## src/hdl/noc_settings.svh

```systemverilog
/* NoC router build settings */

`ifndef NOC_SETTINGS_SVH
`define NOC_SETTINGS_SVH

// Flit and buffer sizing
`define FLIT_W 16
`define BUF_DEPTH 4

// N, W and L only on this corner
`define NUM_PORTS 3

// Destination address fields inside a flit
`define ADDR_Y_MSB 15
`define ADDR_Y_LSB 12
`define ADDR_X_MSB 11
`define ADDR_X_LSB 8

// Payload in the low byte
`define PAYLOAD_MSB 7
`define PAYLOAD_LSB 0

`endif

```

## src/hdl/noc_pkg.sv

```systemverilog
/* NoC router types */

`include "noc_settings.svh"

package noc_pkg;

  // Port identifier, also the round-robin pointer state
  typedef enum logic [1:0] {
    PORT_N = 2'd0,
    PORT_W = 2'd1,
    PORT_L = 2'd2
  } port_e;

  // One single-flit packet
  typedef logic [`FLIT_W-1:0] flit_t;

  // Extra MSB tells full from empty
  typedef logic [$clog2(`BUF_DEPTH):0] buf_ptr_t;

endpackage

```

## src/hdl/input_buffer.sv

```systemverilog
/* Input flit FIFO */

`timescale 1ns/1ps
`include "noc_settings.svh"

module input_buffer import noc_pkg::*; (
  input  logic  clk_i,
  input  logic  rst_i,
  input  logic  wr_i,
  input  logic  pop_i,
  input  flit_t data_i,
  output flit_t head_o,
  output logic  empty_o,
  output logic  credit_o
);

  localparam int ADDR_W = $clog2(`BUF_DEPTH);

  flit_t    mem [`BUF_DEPTH];
  buf_ptr_t wr_ptr;
  buf_ptr_t rd_ptr;
  logic     full;
  logic     do_write;
  logic     do_pop;

  // Same index, wrap bits differ when full
  assign empty_o = (wr_ptr == rd_ptr);
  assign full    = (wr_ptr[ADDR_W] != rd_ptr[ADDR_W]) &&
                   (wr_ptr[ADDR_W-1:0] == rd_ptr[ADDR_W-1:0]);

  assign do_write = wr_i && !full;
  assign do_pop   = pop_i && !empty_o;

  // Head read is asynchronous
  assign head_o = mem[rd_ptr[ADDR_W-1:0]];

  always_ff @(posedge clk_i) begin
    if (do_write) begin
      mem[wr_ptr[ADDR_W-1:0]] <= data_i;
    end
  end

  always_ff @(posedge clk_i) begin
    if (rst_i) begin
      wr_ptr <= '0;
      rd_ptr <= '0;
    end else begin
      if (do_write) begin
        wr_ptr <= wr_ptr + 1'b1;
      end
      if (do_pop) begin
        rd_ptr <= rd_ptr + 1'b1;
      end
    end
  end

  // One credit back upstream per popped flit
  always_ff @(posedge clk_i) begin
    if (rst_i) begin
      credit_o <= 1'b0;
    end else begin
      credit_o <= do_pop;
    end
  end

endmodule

```

## src/hdl/credit_counter.sv

```systemverilog
/* Downstream credit counter */

`timescale 1ns/1ps
`include "noc_settings.svh"

module credit_counter (
  input  logic clk_i,
  input  logic rst_i,
  input  logic inc_i,
  input  logic dec_i,
  output logic avail_o
);

  localparam int CNT_W = $clog2(`BUF_DEPTH + 1);
  localparam logic [CNT_W-1:0] FULL_CNT = CNT_W'(`BUF_DEPTH);

  logic [CNT_W-1:0] count;

  // Free slots in the downstream buffer
  always_ff @(posedge clk_i) begin
    if (rst_i) begin
      count <= FULL_CNT;
    end else if (inc_i && !dec_i) begin
      if (count != FULL_CNT) begin
        count <= count + 1'b1;
      end
    end else if (dec_i && !inc_i) begin
      if (count != '0) begin
        count <= count - 1'b1;
      end
    end
  end

  assign avail_o = (count != '0);

endmodule

```

## src/hdl/route_arbiter.sv

```systemverilog
/* YX route and round-robin arbiter */

`timescale 1ns/1ps
`include "noc_settings.svh"

module route_arbiter import noc_pkg::*; (
  input  logic                  clk_i,
  input  logic                  rst_i,
  input  logic [15:0]           router_addr_i,
  input  flit_t                 head_i [`NUM_PORTS],
  input  logic [`NUM_PORTS-1:0] empty_i,
  input  logic [`NUM_PORTS-1:0] credit_avail_i,
  output logic [`NUM_PORTS-1:0] pop_o,
  output logic [`NUM_PORTS-1:0] grant_valid_o,
  output port_e                 grant_sel_o [`NUM_PORTS]
);

  port_e                 route [`NUM_PORTS];
  logic [`NUM_PORTS-1:0] req [`NUM_PORTS];
  port_e                 rr_ptr [`NUM_PORTS];

  // Next port in N, W, L order
  function automatic port_e next_port(input port_e p);
    case (p)
      PORT_N:  next_port = PORT_W;
      PORT_W:  next_port = PORT_L;
      default: next_port = PORT_N;
    endcase
  endfunction

  // Y first, then X; south and east fall to local
  function automatic port_e yx_route(input flit_t f, input logic [15:0] addr);
    logic [`ADDR_Y_MSB-`ADDR_Y_LSB:0] dst_y;
    logic [`ADDR_X_MSB-`ADDR_X_LSB:0] dst_x;
    logic [`ADDR_Y_MSB-`ADDR_Y_LSB:0] own_y;
    logic [`ADDR_X_MSB-`ADDR_X_LSB:0] own_x;
    dst_y = f[`ADDR_Y_MSB:`ADDR_Y_LSB];
    dst_x = f[`ADDR_X_MSB:`ADDR_X_LSB];
    own_y = addr[`ADDR_Y_MSB:`ADDR_Y_LSB];
    own_x = addr[`ADDR_X_MSB:`ADDR_X_LSB];
    if (dst_y < own_y) begin
      yx_route = PORT_N;
    end else if (dst_x < own_x) begin
      yx_route = PORT_W;
    end else begin
      yx_route = PORT_L;
    end
  endfunction

  // Request matrix, indexed output then input
  always_comb begin
    for (int i = 0; i < `NUM_PORTS; i++) begin
      route[i] = yx_route(head_i[i], router_addr_i);
    end
    for (int o = 0; o < `NUM_PORTS; o++) begin
      for (int i = 0; i < `NUM_PORTS; i++) begin
        req[o][i] = !empty_i[i] && (route[i] == port_e'(o));
      end
    end
  end

  // First requester after the pointer wins
  always_comb begin
    port_e cand;
    cand = PORT_N;
    for (int o = 0; o < `NUM_PORTS; o++) begin
      grant_valid_o[o] = 1'b0;
      grant_sel_o[o]   = PORT_N;
      if (credit_avail_i[o]) begin
        cand = rr_ptr[o];
        for (int k = 0; k < `NUM_PORTS; k++) begin
          cand = next_port(cand);
          if (!grant_valid_o[o] && req[o][cand]) begin
            grant_valid_o[o] = 1'b1;
            grant_sel_o[o]   = cand;
          end
        end
      end
    end
  end

  // An input requests one output, so one pop at most
  always_comb begin
    for (int i = 0; i < `NUM_PORTS; i++) begin
      pop_o[i] = 1'b0;
      for (int o = 0; o < `NUM_PORTS; o++) begin
        if (grant_valid_o[o] && (grant_sel_o[o] == port_e'(i))) begin
          pop_o[i] = 1'b1;
        end
      end
    end
  end

  // Start at L so N is served first
  always_ff @(posedge clk_i) begin
    for (int o = 0; o < `NUM_PORTS; o++) begin
      if (rst_i) begin
        rr_ptr[o] <= PORT_L;
      end else if (grant_valid_o[o]) begin
        rr_ptr[o] <= grant_sel_o[o];
      end
    end
  end

endmodule

```

## src/hdl/crossbar_switch.sv

```systemverilog
/* Registered crossbar */

`timescale 1ns/1ps
`include "noc_settings.svh"

module crossbar_switch import noc_pkg::*; (
  input  logic                  clk_i,
  input  logic                  rst_i,
  input  flit_t                 in_flit_i [`NUM_PORTS],
  input  logic [`NUM_PORTS-1:0] grant_valid_i,
  input  port_e                 grant_sel_i [`NUM_PORTS],
  output flit_t                 out_flit_o [`NUM_PORTS],
  output logic [`NUM_PORTS-1:0] out_valid_o
);

  flit_t sel_flit [`NUM_PORTS];

  // Per-output mux over input heads
  always_comb begin
    for (int o = 0; o < `NUM_PORTS; o++) begin
      case (grant_sel_i[o])
        PORT_W:  sel_flit[o] = in_flit_i[PORT_W];
        PORT_L:  sel_flit[o] = in_flit_i[PORT_L];
        default: sel_flit[o] = in_flit_i[PORT_N];
      endcase
    end
  end

  always_ff @(posedge clk_i) begin
    for (int o = 0; o < `NUM_PORTS; o++) begin
      if (grant_valid_i[o]) begin
        out_flit_o[o] <= sel_flit[o];
      end
    end
  end

  always_ff @(posedge clk_i) begin
    if (rst_i) begin
      out_valid_o <= '0;
    end else begin
      out_valid_o <= grant_valid_i;
    end
  end

endmodule

```

## src/hdl/se_corner_router.sv

```systemverilog
/* South-east corner router */

`timescale 1ns/1ps
`include "noc_settings.svh"

module se_corner_router import noc_pkg::*; (
  input  logic        clk_i,
  input  logic        rst_i,
  input  logic [15:0] yx_addr_router_i,
  input  flit_t       n_data_i,
  input  logic        n_valid_i,
  input  logic        n_credit_i,
  input  flit_t       w_data_i,
  input  logic        w_valid_i,
  input  logic        w_credit_i,
  input  flit_t       l_data_i,
  input  logic        l_valid_i,
  input  logic        l_credit_i,
  output flit_t       n_data_o,
  output logic        n_valid_o,
  output logic        n_credit_o,
  output flit_t       w_data_o,
  output logic        w_valid_o,
  output logic        w_credit_o,
  output flit_t       l_data_o,
  output logic        l_valid_o,
  output logic        l_credit_o
);

  flit_t                 in_data [`NUM_PORTS];
  logic [`NUM_PORTS-1:0] in_valid;
  logic [`NUM_PORTS-1:0] credit_in;
  logic [`NUM_PORTS-1:0] credit_out;
  flit_t                 head [`NUM_PORTS];
  logic [`NUM_PORTS-1:0] empty;
  logic [`NUM_PORTS-1:0] pop;
  logic [`NUM_PORTS-1:0] credit_avail;
  logic [`NUM_PORTS-1:0] grant_valid;
  port_e                 grant_sel [`NUM_PORTS];
  flit_t                 out_data [`NUM_PORTS];
  logic [`NUM_PORTS-1:0] out_valid;

  // Named ports into per-port arrays
  assign in_data[PORT_N]   = n_data_i;
  assign in_data[PORT_W]   = w_data_i;
  assign in_data[PORT_L]   = l_data_i;
  assign in_valid          = {l_valid_i, w_valid_i, n_valid_i};
  assign credit_in         = {l_credit_i, w_credit_i, n_credit_i};

  assign n_data_o   = out_data[PORT_N];
  assign w_data_o   = out_data[PORT_W];
  assign l_data_o   = out_data[PORT_L];
  assign n_valid_o  = out_valid[PORT_N];
  assign w_valid_o  = out_valid[PORT_W];
  assign l_valid_o  = out_valid[PORT_L];
  assign n_credit_o = credit_out[PORT_N];
  assign w_credit_o = credit_out[PORT_W];
  assign l_credit_o = credit_out[PORT_L];

  for (genvar g = 0; g < `NUM_PORTS; g++) begin : g_ib
    input_buffer ib_i (
      .clk_i    (clk_i),
      .rst_i    (rst_i),
      .wr_i     (in_valid[g]),
      .pop_i    (pop[g]),
      .data_i   (in_data[g]),
      .head_o   (head[g]),
      .empty_o  (empty[g]),
      .credit_o (credit_out[g])
    );
  end

  // A grant spends one downstream credit
  for (genvar g = 0; g < `NUM_PORTS; g++) begin : g_cc
    credit_counter cc_i (
      .clk_i   (clk_i),
      .rst_i   (rst_i),
      .inc_i   (credit_in[g]),
      .dec_i   (grant_valid[g]),
      .avail_o (credit_avail[g])
    );
  end

  route_arbiter arb_i (
    .clk_i          (clk_i),
    .rst_i          (rst_i),
    .router_addr_i  (yx_addr_router_i),
    .head_i         (head),
    .empty_i        (empty),
    .credit_avail_i (credit_avail),
    .pop_o          (pop),
    .grant_valid_o  (grant_valid),
    .grant_sel_o    (grant_sel)
  );

  crossbar_switch cs_i (
    .clk_i         (clk_i),
    .rst_i         (rst_i),
    .in_flit_i     (head),
    .grant_valid_i (grant_valid),
    .grant_sel_i   (grant_sel),
    .out_flit_o    (out_data),
    .out_valid_o   (out_valid)
  );

endmodule

```

## config.mk

```make
export PLATFORM = sky130hd
export DESIGN_NAME = se_corner_router
export DESIGN_NICKNAME = d
export VERILOG_FILES = /design/src/hdl/noc_pkg.sv /design/src/hdl/input_buffer.sv /design/src/hdl/credit_counter.sv /design/src/hdl/route_arbiter.sv /design/src/hdl/crossbar_switch.sv /design/src/hdl/se_corner_router.sv
export VERILOG_INCLUDE_DIRS = /design/src /design/src/hdl
export SDC_FILE = /design/constraint.sdc
export NUM_CORES = 1
export LEC_CHECK = 0
export BUFFER_PORTS_ARGS = -buffer_cell sky130_fd_sc_hd__clkbuf_2
export CAP_MARGIN = 40
export CORE_MARGIN = 4
export CORE_UTILIZATION = 50
export CTS_BUF_LIST = sky130_fd_sc_hd__clkbuf_4
export CTS_CLUSTER_SIZE = 16
export DETAILED_ROUTE_END_ITERATION = 10
export GPL_TIMING_DRIVEN = 0
export PLACE_DENSITY = 0.74
export SYNTH_ARGS = -nofsm -noshare
export SYNTH_HDL_FRONTEND = slang
export SYNTH_SLANG_ARGS = --single-unit
```

## constraint.sdc

```tcl
create_clock -name clk_i -period 5.6 [get_ports clk_i]
set_clock_uncertainty 0.15 [all_clocks]
set_input_delay 0.28 -clock clk_i [delete_from_list [all_inputs] [get_ports clk_i]]
set_output_delay 0.28 -clock clk_i [all_outputs]
set_load 0.01 [all_outputs]
```

==> impl_metrics.json <==
{
  "cts-hold-fix-buffers": 55,
  "layout_min_cycle_time_ns": 5.22,
  "ys_ff_latch": 285,
  "root_buffer": "clkbuf_4",
  "grt_antenna_before_repair": 2,
  "wl_met3_um": 2800,
  "post_cts_buffers": 0,
  "period_share_pct": 93.3,
  "fillers": 1889,
  "post-dp-hpwl_um": 21200,
  "dr_wl_met2_um": 14600,
  "multi_input_area_mm2": 0.00412,
  "hold_class": "input pin to register",
  "initial_core_util_pct": 51.3,
  "cts-resized-gates": 0,
  "cts-htree-levels": 3,
  "dieHeight_um": 167,
  "area_growth_pct": 19.9,
  "rsz0062_at_grt": "false",
  "max_slew_margin_pct": 40.8,
  "arrival_ns": 5.53,
  "area.sequential_mm2": 0.00817,
  "first_global_vias": 8482,
  "core_area_mm2": 0.0245,
  "dpl_worst_slack_ns": 0.553,
  "synth_seq_area_share_pct": 64.9,
  "clock_latency_ns": 0.68,
  "avgSynthCellArea_um2": 15.1,
  "dr.pass1.iters": 7,
  "gp_congestion": 0.958,
  "setup-violations-final": 0,
  "crit_fanout": 10,
  "worst_slack_ns": 0.377,
  "grt_pass1_wl_um": 47500,
  "wl_um": 30700,
  "path_class": "register to register",
  "hold_violations": 0,
  "via_per_inst": 5.66,
  "ys_warn_count": 0,
  "grtUsageTotal_pct": 22.2,
  "crit_path_start_kind": "register",
  "mappedNetlistNets": 955,
  "worstPathRequired_ns": 5.91,
  "clock_path_buffers": 3,
  "synthesis.area_mm2": 0.0126,
  "path_clk_slew_ns": 0.07,
  "die_w_um": 167,
  "vias": 8315,
  "synth_edf_count": 246,
  "drt_iter0_markers": 883,
  "numClockSinks": 285,
  "grt_max_degree": 20,
  "max_clock_freq_ghz": 0.191,
  "p_leak_uw": 0.00552,
  "cts_tree": "built",
  "final_util_pct": 61.5,
  "slew_violations": 0,
  "wl_per_cell_um": 20.9,
  "status": "finished, final reports clean",
  "dieArea_mm2": 0.0278,
  "drc_errors": 0,
  "async_flop_share_pct": 0,
  "syn_inst": 835,
  "numCtsBuffers": 74,
  "ir_drop_mv": 0.229,
  "ys.flop_type": "edfxtp_1",
  "drive_gt1_share_pct": 27.3,
  "p_per_area_mw_per_mm2": 438,
  "port_buffers": 117,
  "endpoint_kind": "register",
  "cap_viol_max_count": 0,
  "num_io_pins": 126,
  "met1_length_um": 11900,
  "top_layer_used": "met5",
  "fin_nets": 1210,
  "gr-total-overflow": 0,
  "ys_types": 62,
  "worst_pin_slew_ns": 0.889,
  "postRouteAntennaNets": 0,
  "rows": 57
}
==> Yosys cell counts (3+ instances only) <==
cell type  instances  area (um2)
or2_2              3        18.8
a211oi_1           4        30.0
o21ai_0            6        30.0
o2111ai_2          3        45.0
mux4_2            44         991
inv_1             26        97.6
xnor2_1           20         175
o21a_1             4        30.0
a22oi_1           48         360
nand2b_1          15        93.8
nor2_1            78         293
or3_1              5        31.3
nand3_1            9        45.0
o21bai_1           6        45.0
and3_1             7        43.8
mux2i_1            8        80.1
nand2_1           21        78.8
a211o_1            6        52.6
buf_1              8        30.0
edfxtp_1         246        7390
dfxtp_1           39         781
nor2b_1            7        43.8
nor3_1             8        40.0
mux2_1             6        67.6
ha_1              45         563
fa_1               3        60.1
a21o_1             3        22.5
mux2_2             4        45.0
clkbuf_1          24        90.1
buf_6              4        45.0
a21oi_1           71         355
and2_1            13        81.3
==> through the flow <==
| stage | instance area, um2 | power, uW | std cells | setup TNS [ns] | hold WS [ns] |
|---|---|---|---|---|---|
| 6_report | 15100 | 6610 | 1468 | 0 | 0.209 |
| 5_1_grt | 15100 | 6970 | 1468 | 0 | 0.178 |
| 4_1_cts | 15100 | 6620 | 1467 | 0 | 0.160 |
| 3_5_place_dp | 13700 | 4910 | 1283 | 0 | 0.350 |
| 3_3_place_gp | 13600 | 4860 | 1276 | -0.511 | 0.346 |
| 2_1_floorplan | 12600 | 4180 | 835 | 0 | 0.229 |
==> final cells by class <==
type | instances | share of cell area, %
Inverter | 28 | 0.697
Sequential cell | 285 | 54.1
Antenna cell | 1 | 0.0166
Tap cell | 324 | 2.69
Timing Repair Buffer | 179 | 8.13
Clock inverter | 30 | 0.838
Buffer | 39 | 1.23
Clock buffer | 99 | 4.93
Multi-Input combinational cell | 483 | 27.3
==> cell usage in the layout, fill, tap and decap left out, types with 9 or more instances in the layout <==
| cell type | instances |
|---|---|
| dfxtp_1 | 39 |
| nand3_1 | 9 |
| nand2_1 | 21 |
| clkinv_1 | 21 |
| ha_1 | 45 |
| mux4_2 | 44 |
| clkbuf_1 | 24 |
| a21oi_1 | 70 |
| clkbuf_2 | 117 |
| inv_1 | 26 |
| and2_1 | 13 |
| edfxtp_1 | 246 |
| nor2_1 | 78 |
| xnor2_1 | 20 |
| nand2b_1 | 15 |
| a22oi_1 | 48 |
| clkbuf_4 | 99 |
| dlygate4sd3_1 | 55 |
==> per-layer routing <==
layer | vias up | global-route usage, %
met5 | - | 0
met4 | 2 | 10.6
met3 | 86 | 5.90
met2 | 439 | 35.0
met1 | 3994 | 28.9
li1 | 3794 | -
==> flip-flops by register name, summed over array words and instances, names as in the netlist, named ones only <==
name / flops
g_ib.ib_i.mem: 192
cs_i.out_flit_o: 48
g_cc.cc_i.count: 9
g_ib.ib_i.rd_ptr: 9
g_ib.ib_i.wr_ptr: 9
arb_i.rr_ptr: 6
cs_i.out_valid_o: 3
g_ib.ib_i.credit_o: 3
==> final timing paths <==
check / startpoint / endpoint / slack (ns) / cells past startpoint
max: register / cs_i.out_flit_o[29] / 0.38 / 16
min: n_data_i[6] / g_ib[0].ib_i.mem[3][6] / 0.21 / 2
max reg2reg: register / cs_i.out_flit_o[29] / 0.38 / 16
min reg2reg: g_cc[2].cc_i.count[1] / g_cc[2].cc_i.count[1] / 0.38 / 2
==> kinds of logic after synthesis <==
family	count (synthesis)	synth area share (%)
AO/OA/AOI/OAI	174	9.64
adder cells (fa/ha/maj)	48	4.95
buffers and inverters	67	2.31
XOR/XNOR	21	1.46
multiplexers	66	10.1
flip-flops	285	64.9
AND/OR/NAND/NOR	174	6.63
==> where the power goes <==
part	leakage [uW]	total, uW	internal (uW)	switching, uW
Combinational	0.00240	2020	758	1260
Clock	0.000521	1660	828	834
Sequential	0.00259	2930	2750	179
Total	0.00552	6610	4340	2270
==> critical path, stage by stage (launching register included) <==
cell and delay (ns):
dfxtp_1 0.31, clkbuf_1 0.31, clkbuf_1 0.54, mux4_2 0.48
ha_1 0.34, a21o_1 0.16, a21oi_1 0.21, nand2_1 0.09
or2_1 0.25, buf_6 0.14, a2bb2oi_1 0.12, o211ai_1 0.37
ha_1 0.21, clkbuf_1 0.37, buf_1 0.49, a22oi_1 0.14
a21oi_1 0.32
Note: power is estimated with default switching activity, not from simulation.
